$ cat config.mk
export PLATFORM = sky130hd
export DESIGN_NAME = mvblck_ctrl_flat
export DESIGN_NICKNAME = d
export VERILOG_FILES = /design/src/rtl/hyper_types_pkg.sv /design/src/rtl/hyper_state_pkg.sv /design/src/rtl/lsab_if.sv /design/src/rtl/mvblck_ctrl.sv /design/src/flat_wrapper.sv
export VERILOG_INCLUDE_DIRS = /design/src /design/src/rtl
export SDC_FILE = /design/constraint.sdc
export NUM_CORES = 1
export LEC_CHECK = 0
export BUFFER_PORTS_ARGS = -buffer_cell sky130_fd_sc_hd__buf_2
export CORE_ASPECT_RATIO = 1.1
export CORE_UTILIZATION = 45
export CTS_CLUSTER_DIAMETER = 200
export CTS_CLUSTER_SIZE = 8
export DETAILED_ROUTE_END_ITERATION = 7
export PLACE_DENSITY_LB_ADDON = 0.25
export SYNTH_ARGS = -nofsm -noshare
export SYNTH_HDL_FRONTEND = slang
export SYNTH_SLANG_ARGS = --single-unit
$ cat constraint.sdc
create_clock -name CLK -period 4.6 [get_ports CLK]
set_clock_uncertainty 0.1 [all_clocks]
set_input_delay 1.38 -clock CLK [delete_from_list [all_inputs] [get_ports CLK]]
set_output_delay 1.38 -clock CLK [all_outputs]
set_load 0.03 [all_outputs]
$ cat src/rtl/hyper_consts.svh
//####################################################################
// Widths and depths shared by the block mover. Four LSAB sections follow
// from HYPER_SECT_W; a bank only decodes DRAM_DEPTH_LOG address bits
//####################################################################
`ifndef HYPER_CONSTS_SVH
`define HYPER_CONSTS_SVH

// Word address of a 16-bit LSAB word
`define HYPER_ADDR_W 12
// Requested and sent word counts
`define HYPER_COUNT_W 6
`define HYPER_SECT_W 2

`define HYPER_WORD_W 16
`define HYPER_DWORD_W 32
// One enable per byte lane of a DRAM word
`define HYPER_WE_W 4

`define LSAB_DEPTH_LOG 4
`define DRAM_DEPTH_LOG 6

`endif

$ cat src/rtl/hyper_types_pkg.sv
//####################################################################
// Data and address types of the mover datapath
// Bank select is one-hot, all zero means no bank
//####################################################################
`include "hyper_consts.svh"

package hyper_types_pkg;

	// Address of one 16-bit word
	typedef logic [`HYPER_ADDR_W-1:0] word_addr_t;
	// Address of one 32-bit DRAM word, the word address without bit 0
	typedef logic [`HYPER_ADDR_W-2:0] dram_addr_t;

	typedef logic [`HYPER_COUNT_W-1:0] count_t;
	typedef logic [`HYPER_SECT_W-1:0] section_t;

	// One-hot bank request
	typedef logic [1:0] bank_sel_t;

	typedef logic [`HYPER_WORD_W-1:0] lsab_word_t;
	typedef logic [`HYPER_DWORD_W-1:0] dram_word_t;
	typedef logic [`HYPER_WE_W-1:0] byte_en_t;

endpackage

$ cat src/rtl/hyper_state_pkg.sv
//####################################################################
// State encoding of the block mover FSM
//####################################################################

package hyper_state_pkg;

	// Idle waits for issue, move pops one word per cycle,
	// done holds for a single cycle while the status is visible
	typedef enum logic [1:0]
	{
		MV_IDLE,
		MV_MOVE,
		MV_DONE
	} mover_state_t;

endpackage

$ cat src/rtl/lsab_if.sv
//####################################################################
// LSAB read bus and MCU write bus of the mover
// The read bus carries one stop and one int flag per section
//####################################################################
`include "hyper_consts.svh"

interface lsab_rd_if
	import hyper_types_pkg::*;
();

	logic read;
	section_t section;
	lsab_word_t data;
	// Per section empty and full flags
	logic [(1 << `HYPER_SECT_W)-1:0] stop;
	logic [(1 << `HYPER_SECT_W)-1:0] int_flag;

	modport ctrl (output read, output section, input stop, input int_flag);
	modport buffer (input read, input section, output data, output stop, output int_flag);
	// The collector only looks at the popped word
	modport sink (input data);

endinterface


$ cat src/rtl/mvblck_ctrl.sv
//####################################################################
// Block mover control. Pops one word per cycle until the count is used up
// or the section runs empty; an empty section at the start is an abrupt stop
// Issue is only accepted while idle
//####################################################################
`include "hyper_consts.svh"

module mvblck_ctrl
	import hyper_types_pkg::*;
	import hyper_state_pkg::*;
(
	input logic CLK,
	input logic RST,
	input logic issue,
	input word_addr_t start_address,
	input count_t count_req,
	input section_t section,
	input bank_sel_t dram_sel,
	lsab_rd_if.ctrl rd,
	output logic take,
	output word_addr_t take_addr,
	output logic take_last,
	output bank_sel_t bank,
	output count_t count_sent,
	output logic working,
	output logic irq_out,
	output logic abrupt_stop,
	output logic done
);

	mover_state_t state;
	count_t len_left;
	count_t req_q;
	word_addr_t track_addr;
	section_t sect_q;
	logic stop_sel;
	logic int_sel;
	logic go;

	// Flags of the section that this move drains
	assign stop_sel = rd.stop[sect_q];
	assign int_sel = rd.int_flag[sect_q];

	// A pop happens in every move cycle that still has words and data
	assign go = (state == MV_MOVE) && (len_left != '0) && !stop_sel;

	assign rd.read = go;
	assign rd.section = sect_q;

	assign take = go;
	assign take_addr = track_addr;
	// The finishing cycle lines up with the data of the final pop
	assign take_last = (state == MV_MOVE) && !go;

	//####################################################################
	// Mover FSM
	//####################################################################
	always_ff @(posedge CLK)
	begin
		if (!RST)
		begin
			state <= MV_IDLE;
			len_left <= '0;
			req_q <= '0;
			track_addr <= '0;
			sect_q <= '0;
			bank <= '0;
			count_sent <= '0;
			working <= 1'b0;
			irq_out <= 1'b0;
			abrupt_stop <= 1'b0;
			done <= 1'b0;
		end
		else
		begin
			// Busy seen one cycle late, as the host side expects
			working <= (state != MV_IDLE);
			done <= 1'b0;
			case (state)
				MV_IDLE:
				begin
					if (issue)
					begin
						sect_q <= section;
						len_left <= count_req;
						req_q <= count_req;
						track_addr <= start_address;
						bank <= dram_sel;
						state <= MV_MOVE;
					end
				end
				MV_MOVE:
				begin
					if (go)
					begin
						track_addr <= track_addr + `HYPER_ADDR_W'(1);
						len_left <= len_left - `HYPER_COUNT_W'(1);
					end
					else
					begin
						count_sent <= req_q - len_left;
						irq_out <= int_sel;
						// Words still owed means the section ran dry
						abrupt_stop <= (len_left != '0);
						done <= 1'b1;
						state <= MV_DONE;
					end
				end
				MV_DONE: state <= MV_IDLE;
				default: state <= MV_IDLE;
			endcase
		end
	end

endmodule

$ cat src/flat_wrapper.sv
// flat-port wrapper written by rule: the top's interface ports become plain ports
module mvblck_ctrl_flat import hyper_types_pkg::*; import hyper_state_pkg::*;
  (CLK, RST, issue, start_address, count_req, section, dram_sel, take, take_addr, take_last, bank, count_sent, working, irq_out, abrupt_stop, done, rd_read, rd_section, rd_stop, rd_int_flag);
  lsab_rd_if rd_i ();
  input logic CLK;
  input logic RST;
  input logic issue;
  input word_addr_t start_address;
  input count_t count_req;
  input section_t section;
  input bank_sel_t dram_sel;
  output logic take;
  output word_addr_t take_addr;
  output logic take_last;
  output bank_sel_t bank;
  output count_t count_sent;
  output logic working;
  output logic irq_out;
  output logic abrupt_stop;
  output logic done;
  output wire logic [$bits(rd_i.read)-1:0] rd_read;
  output wire logic [$bits(rd_i.section)-1:0] rd_section;
  input wire logic [$bits(rd_i.stop)-1:0] rd_stop;
  input wire logic [$bits(rd_i.int_flag)-1:0] rd_int_flag;
  assign rd_read = rd_i.read;
  assign rd_section = rd_i.section;
  assign rd_i.stop = rd_stop;
  assign rd_i.int_flag = rd_int_flag;
  mvblck_ctrl u_core (.CLK(CLK), .RST(RST), .issue(issue), .start_address(start_address), .count_req(count_req), .section(section), .dram_sel(dram_sel), .rd(rd_i), .take(take), .take_addr(take_addr), .take_last(take_last), .bank(bank), .count_sent(count_sent), .working(working), .irq_out(irq_out), .abrupt_stop(abrupt_stop), .done(done));
endmodule
==> summary.txt, run 1 <==
Run status
  – Status: complete, no violations

Logic synthesis
  – Synth top area share: 0.374
  – Syn Std Cell Area: 2140 sq um
  – Largest cells by area after synthesis: dfxtp_1, nand2_1, a21oi_1, ha_1, nor2_1
  – Avg Cell Area, Syn: 8.23 sq um
  – Top cells by count, synth: nand2_1, dfxtp_1, a21oi_1, nor2_1, o21ai_0
  – Top-count cell post-synth: nand2_1
  – Syn Inst Count: 260
  – Asr flop ratio synth: 0
  – Number of synthesized register bits: 40
  – Leading area contributor after synthesis: dfxtp_1
  – Number of synthesized flops with an enable pin: 0
  – Netlist cell types: 54
  – Ys Warns: 0
  – Top_reg_cell synth: dfxtp_1
  – Syn Nets: 302
  – Sequential share of the synthesized area: 0.374

Place
  – PortBufs: 61
  – RePlAce Congestion: 0.733
  – DP Wirelength: 3.57 mm

Detailed routing
  – Final wirelength: 5.04 mm
  – Via count: 2103
  – DR DRC count: 0
  – WL/cell: 13.5 microns
  – Post-route ant nets: 0
  – DR vias/cell: 5.65
  – Iteration-0 DRC Markers: 165
  – DR pass1 iterations: 4

Clocking
  – Clock Tree Buf Depth: 2
  – Clk pin slew, worst setup/hold paths: 80 ps
  – Post-CTS setup buffers: 0
  – CTS tree: built
  – Root Driver: clkbuf_8
  – Clock Sinks: 40
  – Clk Latency, worst-skew pair: 300 ps
  – Total clock buffers created by CTS: 5
  – H-tree levels: 2
  – Post-cts sizing count: 0
  – Number of buffers inserted by hold repair at cts: 0

Timing
  – RSZ-0062 raised after global routing: false
  – Final setup violating endpoints: 0
  – Slew margin rel.: 0.469
  – Worst hold slack: 356 ps
  – Tmin final: 4190 ps
  – Tcrit/Tclk final: 0.910
  – Endpoints failing hold: 0
  – Max frequency: 239 MHz
  – Worst-margin pin slew: 795 ps
  – Max-slew violation count: 0
  – Setup TNS: 0 ps

Floorplan
  – Ports: 62
  – Die X: 67.7 microns
  – Die area: 5030 sq um
  – Core Box Area: 4440 sq um
  – Die Y: 74.3 microns
  – Initial Util: 0.482
  – Row cnt: 25

Finish
  – Share of cells above drive strength 1: 0.258
  – Layout area overhead: 19.5%
  – Number of fillers in the final layout: 429
  – Multi-input logic area: 1230 sq um
  – Nets@finish: 359
  – Antenna diodes: 0
  – Seq. cell area: 801 sq um

Critical path
  – Worst EP arrival: 2710 ps
  – CP max FO: 7
  – Worst Setup Start Kind: primary input
  – Worst Reg-to-Reg Cells: 11
  – CP Capture Type: output pin
  – CP required: 3120 ps
  – Critical path type: primary input to output pin

Global route
  – Grt ovf: 0
  – Vias in the first global route: 1852
  – Routing usage on met2: 0.366
  – Global Route Usage Sum: 0.227
  – Met1 usage: 0.295
  – Met3 GRT Util: 0.0491
  – Largest net degree at the start of global routing: 35
  – Global-route wire length before repair: 8.52 mm
  – GRT busiest layer: met2
  – Initial antenna violation count: 0

Power
  – Leakage: 1.11 nW
  – Power density over the cells: 371 nW/um^2
  – Post-layout power: 0.949 mW
  – Max VDD drop: 0.157 mV

Min path
  – Hold Crit Class: flop to flop
  – Hold path cells: 2

Job
  – Max Cap Violations: 0
## power by group
part           leakage [nW]  total [mW]  switching (mW)  internal [mW]
combinational         0.735       0.295           0.184          0.111
clock                0.0455       0.245           0.122          0.122
sequential            0.328       0.409          0.0298          0.379
## path summary, 6_finish.rpt
kind                           start                 end  slack [ps]
setup / recovery          rd_stop[3]                take         410
hold / removal       u_core.req_q[0]     u_core.req_q[0]         360
setup reg to reg  u_core.len_left[0]  u_core.len_left[3]        1780
hold reg to reg      u_core.req_q[0]     u_core.req_q[0]         360
## area by class of cell
type / count / area share
sequential: 40 / 0.313
tap: 54 / 0.0264
multi-input combinational: 196 / 0.480
inverter: 9 / 0.0137
timing repair buffer: 65 / 0.131
clock buffer: 8 / 0.0352
## routing by layer
layer / up-vias / wire length, microns / part of all wire
met5: - / 0 / 0
met4: 0 / 72 / 0.014
met3: 6 / 312 / 0.062
met2: 69 / 2360 / 0.47
met1: 978 / 2290 / 0.45
li1: 1050 / - / -
## worst max-delay path, stage by stage
cell and delay, ps:
buf_2 90, mux4_2 510, a21oi_4 270, nand2_4 100, clkinv_2 140, buf_2 210
## cell usage in the layout, fill, tap and decap left out, types with 6 or more instances in the layout
cell / count
a21oi_1: 30
ha_1: 8
nand2_1: 48
o21ai_0: 10
clkbuf_8: 6
nor2_1: 17
dfxtp_1: 40
buf_2: 61
inv_1: 7
## sequential cells by signal (all words and copies together), names as in the netlist, 2 cells and up
name,cells
u_core.take_addr,12
u_core.count_sent,6
u_core.rd.section,2
u_core.state,2
u_core.len_left,6
u_core.req_q,6
u_core.bank,2
## logic make-up (layout without fill, tap and decap cells)
logic type	count (synthesis)	count (layout)	share of synthesized area
adder cells (fa/ha/maj)	9	9	0.0561
AO/OA/AOI/OAI	80	80	0.254
AND/OR/NAND/NOR	99	99	0.216
flip-flops	40	40	0.374
XOR/XNOR	3	3	0.0123
buffers and inverters	24	82	0.0515
multiplexers	5	5	0.0351
## per-stage QoR
stage	cell area, sq um	worst slack (ps)	std cells	utilization
2_1_floorplan	2140	497	260	-
6_report	2560	414	372	0.576
3_3_place_gp	2470	420	364	0.555
5_1_grt	2560	325	372	0.576
4_1_cts	2560	400	372	0.576
3_5_place_dp	2470	405	364	0.555
(Power assumes the default switching activity.)
==> run 2, diff against run 1 <==
--- a/config.mk
+++ b/config.mk
@@ -6,6 +6,7 @@
 export SDC_FILE = /design/constraint.sdc
 export NUM_CORES = 1
 export LEC_CHECK = 0
+export ABC_AREA = 1
 export BUFFER_PORTS_ARGS = -buffer_cell sky130_fd_sc_hd__buf_2
 export CORE_ASPECT_RATIO = 1.1
 export CORE_UTILIZATION = 45
==> run 2 against run 1 <==
Against the previous run: the run now ends with DRC left; cell count grew 28%; utilization decreased by 2.9 points; combinational power grew 13%; via count is 9.4% higher; sequential power is 2% higher; hold slack better by 6.0 ps; critical path depth grew 1; global-route usage shrank 3.2 points; synthesized cell count rose by 38%; setup slack improved by 460 ps; clock-buffer cell count decreased by 2; critical path type unchanged; largest cell class unchanged; largest power group unchanged.
==> summary.txt, run 2 <==
Finish
  – Nets@finish: 462 (+29%)
  – Commonest non-fill, non-tap cells in the layout: nand2_1, buf_2, nor2_1
  – Max reg flops: 12 (unchanged)
  – Commonest non-fill, non-tap cell in the layout: nand2_1
  – Number of fillers in the final layout: 504 (+17%)
  – Antenna diodes: 0 (unchanged)
  – Fin util: 0.546 (-0.0295)
  – Share of cells above drive strength 1: 0.195 (-0.0626)
  – Layout area overhead: 17.6%

Timing
  – Worst hold slack: 362 ps (+5.98 ps)
  – Worst-margin pin slew: 639 ps (-156 ps)
  – Endpoints failing hold: 0 (unchanged)
  – RSZ-0062 raised after global routing: false
  – Final setup violating endpoints: 0 (unchanged)
  – Final worst setup slack: 872 ps (+458 ps)
  – Slew margin rel.: 0.574 (+0.105)
  – Max-slew violation count: 0 (unchanged)
  – Max frequency: 268 MHz (+12%)
  – Tmin final: 3730 ps (-458 ps)
  – Setup TNS: 0 ps (unchanged)
  – Tcrit/Tclk final: 0.810 (-0.0996)

Job
  – Max Cap Violations: 0 (unchanged)

Global route
  – Grt ovf: 0 (unchanged)
  – Initial antenna violation count: 0 (unchanged)
  – Largest net degree at the start of global routing: 23 (-34%)
  – Global-route wire length before repair: 8.49 mm (-0.33%)
  – Global Route Usage Sum: 0.194 (-0.0324)
  – Vias in the first global route: 1909 (+3.1%)

Clocking
  – Post-CTS setup buffers: 0 (unchanged)
  – Clk Latency, worst-skew pair: 290 ps (about the same)
  – Clock Sinks: 40 (unchanged)
  – CTS tree: built
  – Total clock buffers created by CTS: 5 (unchanged)
  – Clock Tree Buf Depth: 2 (unchanged)
  – Number of buffers inserted by hold repair at cts: 0 (unchanged)
  – Clk pin slew, worst setup/hold paths: 70 ps (about the same)
  – Post-cts sizing count: 0 (unchanged)
  – Root Driver: clkbuf_8
  – H-tree levels: 2 (unchanged)

Detailed routing
  – Final wirelength: 5.05 mm (+0.24%)
  – DR vias/cell: 4.81 (-15%)
  – Via count: 2300 (+9.4%)
  – DR DRC count: 6 (+6)
  – DR pass1 iterations: 6 (+2)
  – Iteration-0 DRC Markers: 68 (-59%)
  – WL/cell: 10.6 microns (-22%)
  – Post-route ant nets: 0 (unchanged)

Min path
  – WHS Endpoint: u_core.req_q[0]
  – Min-delay src: u_core.req_q[0]
  – Hold path cells: 2 (unchanged)
  – Hold Crit Class: flop to flop

Critical path
  – Worst Setup Start Kind: primary input
  – CP required: 3120 ps (about the same)
  – Critical path type: primary input to output pin
  – CP max FO: 12 (+5)
  – Reg2reg setup slack: 2900 ps (+1120 ps)
  – CP Capture Type: output pin
  – Source of the worst register-to-register timing path: u_core.len_left[0]
  – Worst Reg-to-Reg Cells: 9 (-2)
  – Reg-to-reg endpoint: u_core.take_addr[0]
  – Worst EP arrival: 2250 ps (-460 ps)

Floorplan
  – Die area: 5460 sq um (+8.3%)
  – Initial Util: 0.465 (-0.0170)
  – Core Box Area: 5000 sq um (+13%)
  – Die Y: 77.4 microns (+4.1%)
  – Ports: 62 (unchanged)
  – Die X: 70.5 microns (+4.1%)
  – Row cnt: 27 (+8.0%)

Logic synthesis
  – Leading area contributor after synthesis: dfxtp_1
  – Synth Area in XOR/XNOR: 0.0188 (+0.00657)
  – Largest cells by area after synthesis: dfxtp_1, nand2_1, nor2_1, inv_1, nand3_1
  – Synth Area in Simple Gates: 0.419 (+0.203)
  – Ys Warns: 0 (unchanged)
  – Post-synthesis mux area share: 0 (-0.0351)
  – Synth Area in Adders: 0.0517 (-0.00444)
  – Synth top area share: 0.345 (-0.0296)
  – Top_reg_cell synth: dfxtp_1
  – Largest family of logic cells by synthesized area: simple AND/OR/NAND/NOR gates
  – Syn Nets: 402 (+33%)
  – Netlist cell types: 31 (-43%)
  – Avg Cell Area, Syn: 6.45 sq um (-22%)
  – Asr flop ratio synth: 0 (unchanged)
  – Top cells by count, synth: nand2_1, nor2_1, dfxtp_1, inv_1, nand3_1
  – Syn Std Cell Area: 2320 sq um (+8.6%)
  – Number of synthesized flops with an enable pin: 0 (unchanged)
  – Number of synthesized register bits: 40 (unchanged)
  – Top-count cell post-synth: nand2_1
  – Sequential share of the synthesized area: 0.345 (-0.0296)
  – Syn Inst Count: 360 (+38%)
  – Complex-gate fraction of the synthesized area: 0.0775 (-0.177)

Power
  – Combinational power share: 0.343 (+0.032)
  – Leakage: 1.46 nW (+32%)
  – Sw Share: 0.379 (+0.0243)
  – Power density over the cells: 354 nW/um^2 (-4.5%)
  – Int Pwr: 0.601 mW (-1.9%)
  – Clock network fraction of total power: 0.226 (-0.032)
  – Psw: 0.366 mW (+9.0%)
  – Max VDD drop: 0.148 mV (-5.7%)
  – Sequential share of power: 0.431 (about the same)

Run status
  – Status: finished, violations left
  – Failing checks: DRC

Place
  – Pre-CTS setup slack: 869 ps (+463 ps)
  – DP Wirelength: 3.75 mm (+5.2%)
  – RePlAce Congestion: 0.807 (+10%)
  – PortBufs: 61 (unchanged)
[run 2: changes by cell type in the layout (fill, tap and decap cells not counted), sizes merged, moves of 4 or more]
cell / delta
o21ai: +9
o31ai: -4
nor3: -4
nand2: +83
o21a: -5
nor2b: -4
a21oi: -21
nor2: +40
inv: +30
o32ai: -4
nand3: +23
[run 2: kinds of logic after synthesis]
family / after synthesis
AND/OR/NAND/NOR: 225
buffers and inverters: 48
flip-flops: 40
AO/OA/AOI/OAI: 33
adder cells (fa/ha/maj): 9
XOR/XNOR: 5
[run 2: worst max-delay path, cell delays in order]
cell     delay (ps)
buf_2            70
nand2_1          50
nand3_1         100
nand2_2         100
a21oi_1         140
buf_4           190
buf_2           210
[run 2: power groups by stage]
| stage | clock network, mW | logic [mW] | registers, mW |
|---|---|---|---|
| 2_1_floorplan | 0 | 0.209 | 0.468 |
| 3_3_place_gp | 0 | 0.329 | 0.424 |
| 3_5_place_dp | 0 | 0.335 | 0.425 |
| 4_1_cts | 0.229 | 0.336 | 0.417 |
| 5_1_grt | 0.244 | 0.378 | 0.423 |
| 6_report | 0.218 | 0.332 | 0.417 |
[run 2: final cells by class]
| cell class | instances | area, sq um | share of cell area |
|---|---|---|---|
| well taps | 58 | 72.6 | 0.0266 |
| multi-input cells | 272 | 1320 | 0.482 |
| inverters | 38 | 143 | 0.0522 |
| clock inverters | 1 | 5.00 | 0.00183 |
| clock buffers | 6 | 72.6 | 0.0266 |
| flip-flops and latches | 40 | 801 | 0.293 |
| repair buffers | 63 | 320 | 0.117 |
[run 2: how the worst max path moves through the flow]
stage,slack [ps],start,to,cells after the start
2_1_floorplan,950,rd_stop[3],take,6
3_3_place_gp,870,rd_stop[1],take_last,7
3_5_place_dp,870,rd_stop[1],take_last,7
4_1_cts,860,rd_stop[1],take_last,7
5_1_grt,770,rd_stop[3],take_last,7
6_report,870,rd_stop[1],take_last,7
[run 2: per-layer routing]
metal,global-route usage,up-vias,part of all wire
met5,0,-,0
met4,0.0673,0,0.014
met3,0.0403,7,0.033
met2,0.311,42,0.45
met1,0.259,1012,0.50
li1,-,1239,-
[run 2: per-stage QoR]
step                      cells  area [sq um]  total power [mW]
after floorplan             360          2320             0.677
after global placement      471          2650             0.754
after detailed placement    471          2650             0.760
after CTS                   478          2730             0.982
after global routing        478          2730              1.05
final                       478          2730             0.968
==> run 3, diff against run 2 <==
==> constraint.sdc (replaced) <==
create_clock -name CLK -period 3.59 [get_ports CLK]
set_clock_uncertainty 0.1 [all_clocks]
set_input_delay 1.077 -clock CLK [delete_from_list [all_inputs] [get_ports CLK]]
set_output_delay 1.077 -clock CLK [all_outputs]
set_load 0.03 [all_outputs]
==> run 3 against run 2 <==
Against the previous run: the flow still finishes with violations (DRC); final area up 0.96%; routed wire length up 5.5%; combinational power up 30%; via count up 2.3%; non-clock buffer count up 1; clock power up 48%; highest routed layer unchanged.
==> summary.txt, run 3 (synthesized netlist as in run 2, its figures left out) <==
Finish
  – Nets@finish: 463 (+0.22%)
  – Max reg flops: 12 (unchanged)
  – Antenna diodes: 0 (unchanged)
  – Share of cells above drive strength 1: 0.200 (+0.00429)
  – Commonest non-fill, non-tap cells in the layout: nand2_1, buf_2, nor2_1
  – Commonest non-fill, non-tap cell in the layout: nand2_1
  – Layout area overhead: 18.7%

Detailed routing
  – Post-route ant nets: 0 (unchanged)
  – WL/cell: 11.1 microns (+5.3%)
  – Iteration-0 DRC Markers: 121 (+78%)
  – Final wirelength: 5.33 mm (+5.5%)
  – DR pass1 iterations: 8 (+2)
  – DR vias/cell: 4.91 (+2.0%)
  – DR DRC count: 6 (unchanged)
  – Via count: 2352 (+2.3%)

Clocking
  – Clock Tree Buf Depth: 2 (unchanged)
  – Clock Sinks: 40 (unchanged)
  – Post-CTS setup buffers: 0 (unchanged)
  – H-tree levels: 2 (unchanged)
  – Number of buffers inserted by hold repair at cts: 0 (unchanged)
  – Root Driver: clkbuf_8
  – Clk pin slew, worst setup/hold paths: 80 ps (about the same)
  – CTS tree: built
  – Total clock buffers created by CTS: 5 (unchanged)
  – Clk Latency, worst-skew pair: 290 ps (about the same)
  – Post-cts sizing count: 0 (unchanged)

Global route
  – Grt ovf: 0 (unchanged)
  – Largest net degree at the start of global routing: 23 (unchanged)
  – Vias in the first global route: 2118 (+11%)
  – Global-route wire length before repair: 9.09 mm (+7.1%)
  – Global Route Usage Sum: 0.209 (+0.0143)
  – Initial antenna violation count: 0 (unchanged)

Floorplan
  – Die X: 70.5 microns (unchanged)
  – Core Box Area: 5000 sq um (unchanged)
  – Initial Util: 0.465 (unchanged)
  – Ports: 62 (unchanged)
  – Row cnt: 27 (unchanged)
  – Die area: 5460 sq um (unchanged)
  – Die Y: 77.4 microns (unchanged)

Timing
  – Final setup violating endpoints: 0 (unchanged)
  – Max-slew violation count: 0 (unchanged)
  – Tcrit/Tclk final: 0.853
  – Endpoints failing hold: 0 (unchanged)
  – Max frequency: 326 MHz
  – Setup TNS: 0 ps (unchanged)
  – Worst-margin pin slew: 647 ps (+8.52 ps)
  – Slew margin rel.: 0.568 (-0.00569)
  – RSZ-0062 raised after global routing: false
  – Tmin final: 3060 ps

Place
  – RePlAce Congestion: 0.820 (+1.6%)
  – PortBufs: 61 (unchanged)
  – DP Wirelength: 3.88 mm (+3.6%)

Critical path
  – CP max FO: 22 (+10)
  – CP max stage delay: 340 ps (+130 ps)
  – Worst Setup Start Kind: flop
  – Critical path buffers and inverters: 4 (+1)
  – CP delay by family, top: buffers and inverters
  – CP Cell Sequence: inv_1 > nor2_4 > buf_4 > inv_1 > a21oi_1 > buf_2
  – CP required: 2410 ps (-710 ps)
  – Worst EP arrival: 1890 ps (-360 ps)
  – CP most frequent cell: inv_1
  – Critical path type: flop to output pin
  – Slowest stage cell, crit path: inv_1
  – CP Capture Type: output pin

Run status
  – Status: finished, violations left
  – Failing checks: DRC

Power
  – Max VDD drop: 0.210 mV (+42%)
  – Leakage: 1.47 nW (+0.97%)
  – Power density over the cells: 468 nW/um^2 (+32%)
  – Post-layout power: 1.29 mW (+33%)

Min path
  – Hold Crit Class: flop to flop

Job
  – Max Cap Violations: 0 (unchanged)
run 3: worst paths after layout:
check             slack [ps]                   end                from  cells after the start
hold reg to reg          370    u_core.abrupt_stop  u_core.abrupt_stop                      2
hold / removal           370    u_core.abrupt_stop  u_core.abrupt_stop                      2
setup / recovery         530             take_last     u_core.state[0]                      6
setup reg to reg        1660  u_core.count_sent[4]     u_core.state[0]                      9
run 3: worst reg2reg max path, cell delays in order, from the launching register on:
cell and delay (ps):
dfxtp_1 330, inv_1 60, nor2_4 70, buf_4 230
inv_1 350, a21oi_1 310, buf_4 220, nand2_1 70
nand2_1 60, nor2_1 40
run 3: through the flow:
step                      area (sq um)  worst slack, ps  std cells  hold WS, ps   util
after CTS                         2760              521        479          368  0.552
after global placement            2660              553        472          343  0.532
final                             2760              526        479          368  0.552
after global routing              2760              388        479          393  0.552
after floorplan                   2320              549        360          335      -
after detailed placement          2660              547        472          356  0.532
run 3: layer usage:
metal / vias to the layer above / wire (microns) / track usage
met5: - / 0 / 0
met4: 0 / 45 / 0.0776
met3: 4 / 250 / 0.0455
met2: 59 / 2490 / 0.350
met1: 1052 / 2540 / 0.261
li1: 1237 / - / -
run 3: where the power goes:
group,switching (mW),internal [mW]
clock network,0.151,0.171
logic,0.285,0.148
registers,0.0435,0.492
total,0.480,0.811
run 3: final cells by class:
type                    instances  area, sq um
clock buffers                   7         96.3
fillers                       531         2240
inverters                      38          143
multi-input cells             272         1320
flip-flops and latches         40          801
well taps                      58         72.6
repair buffers                 64          328
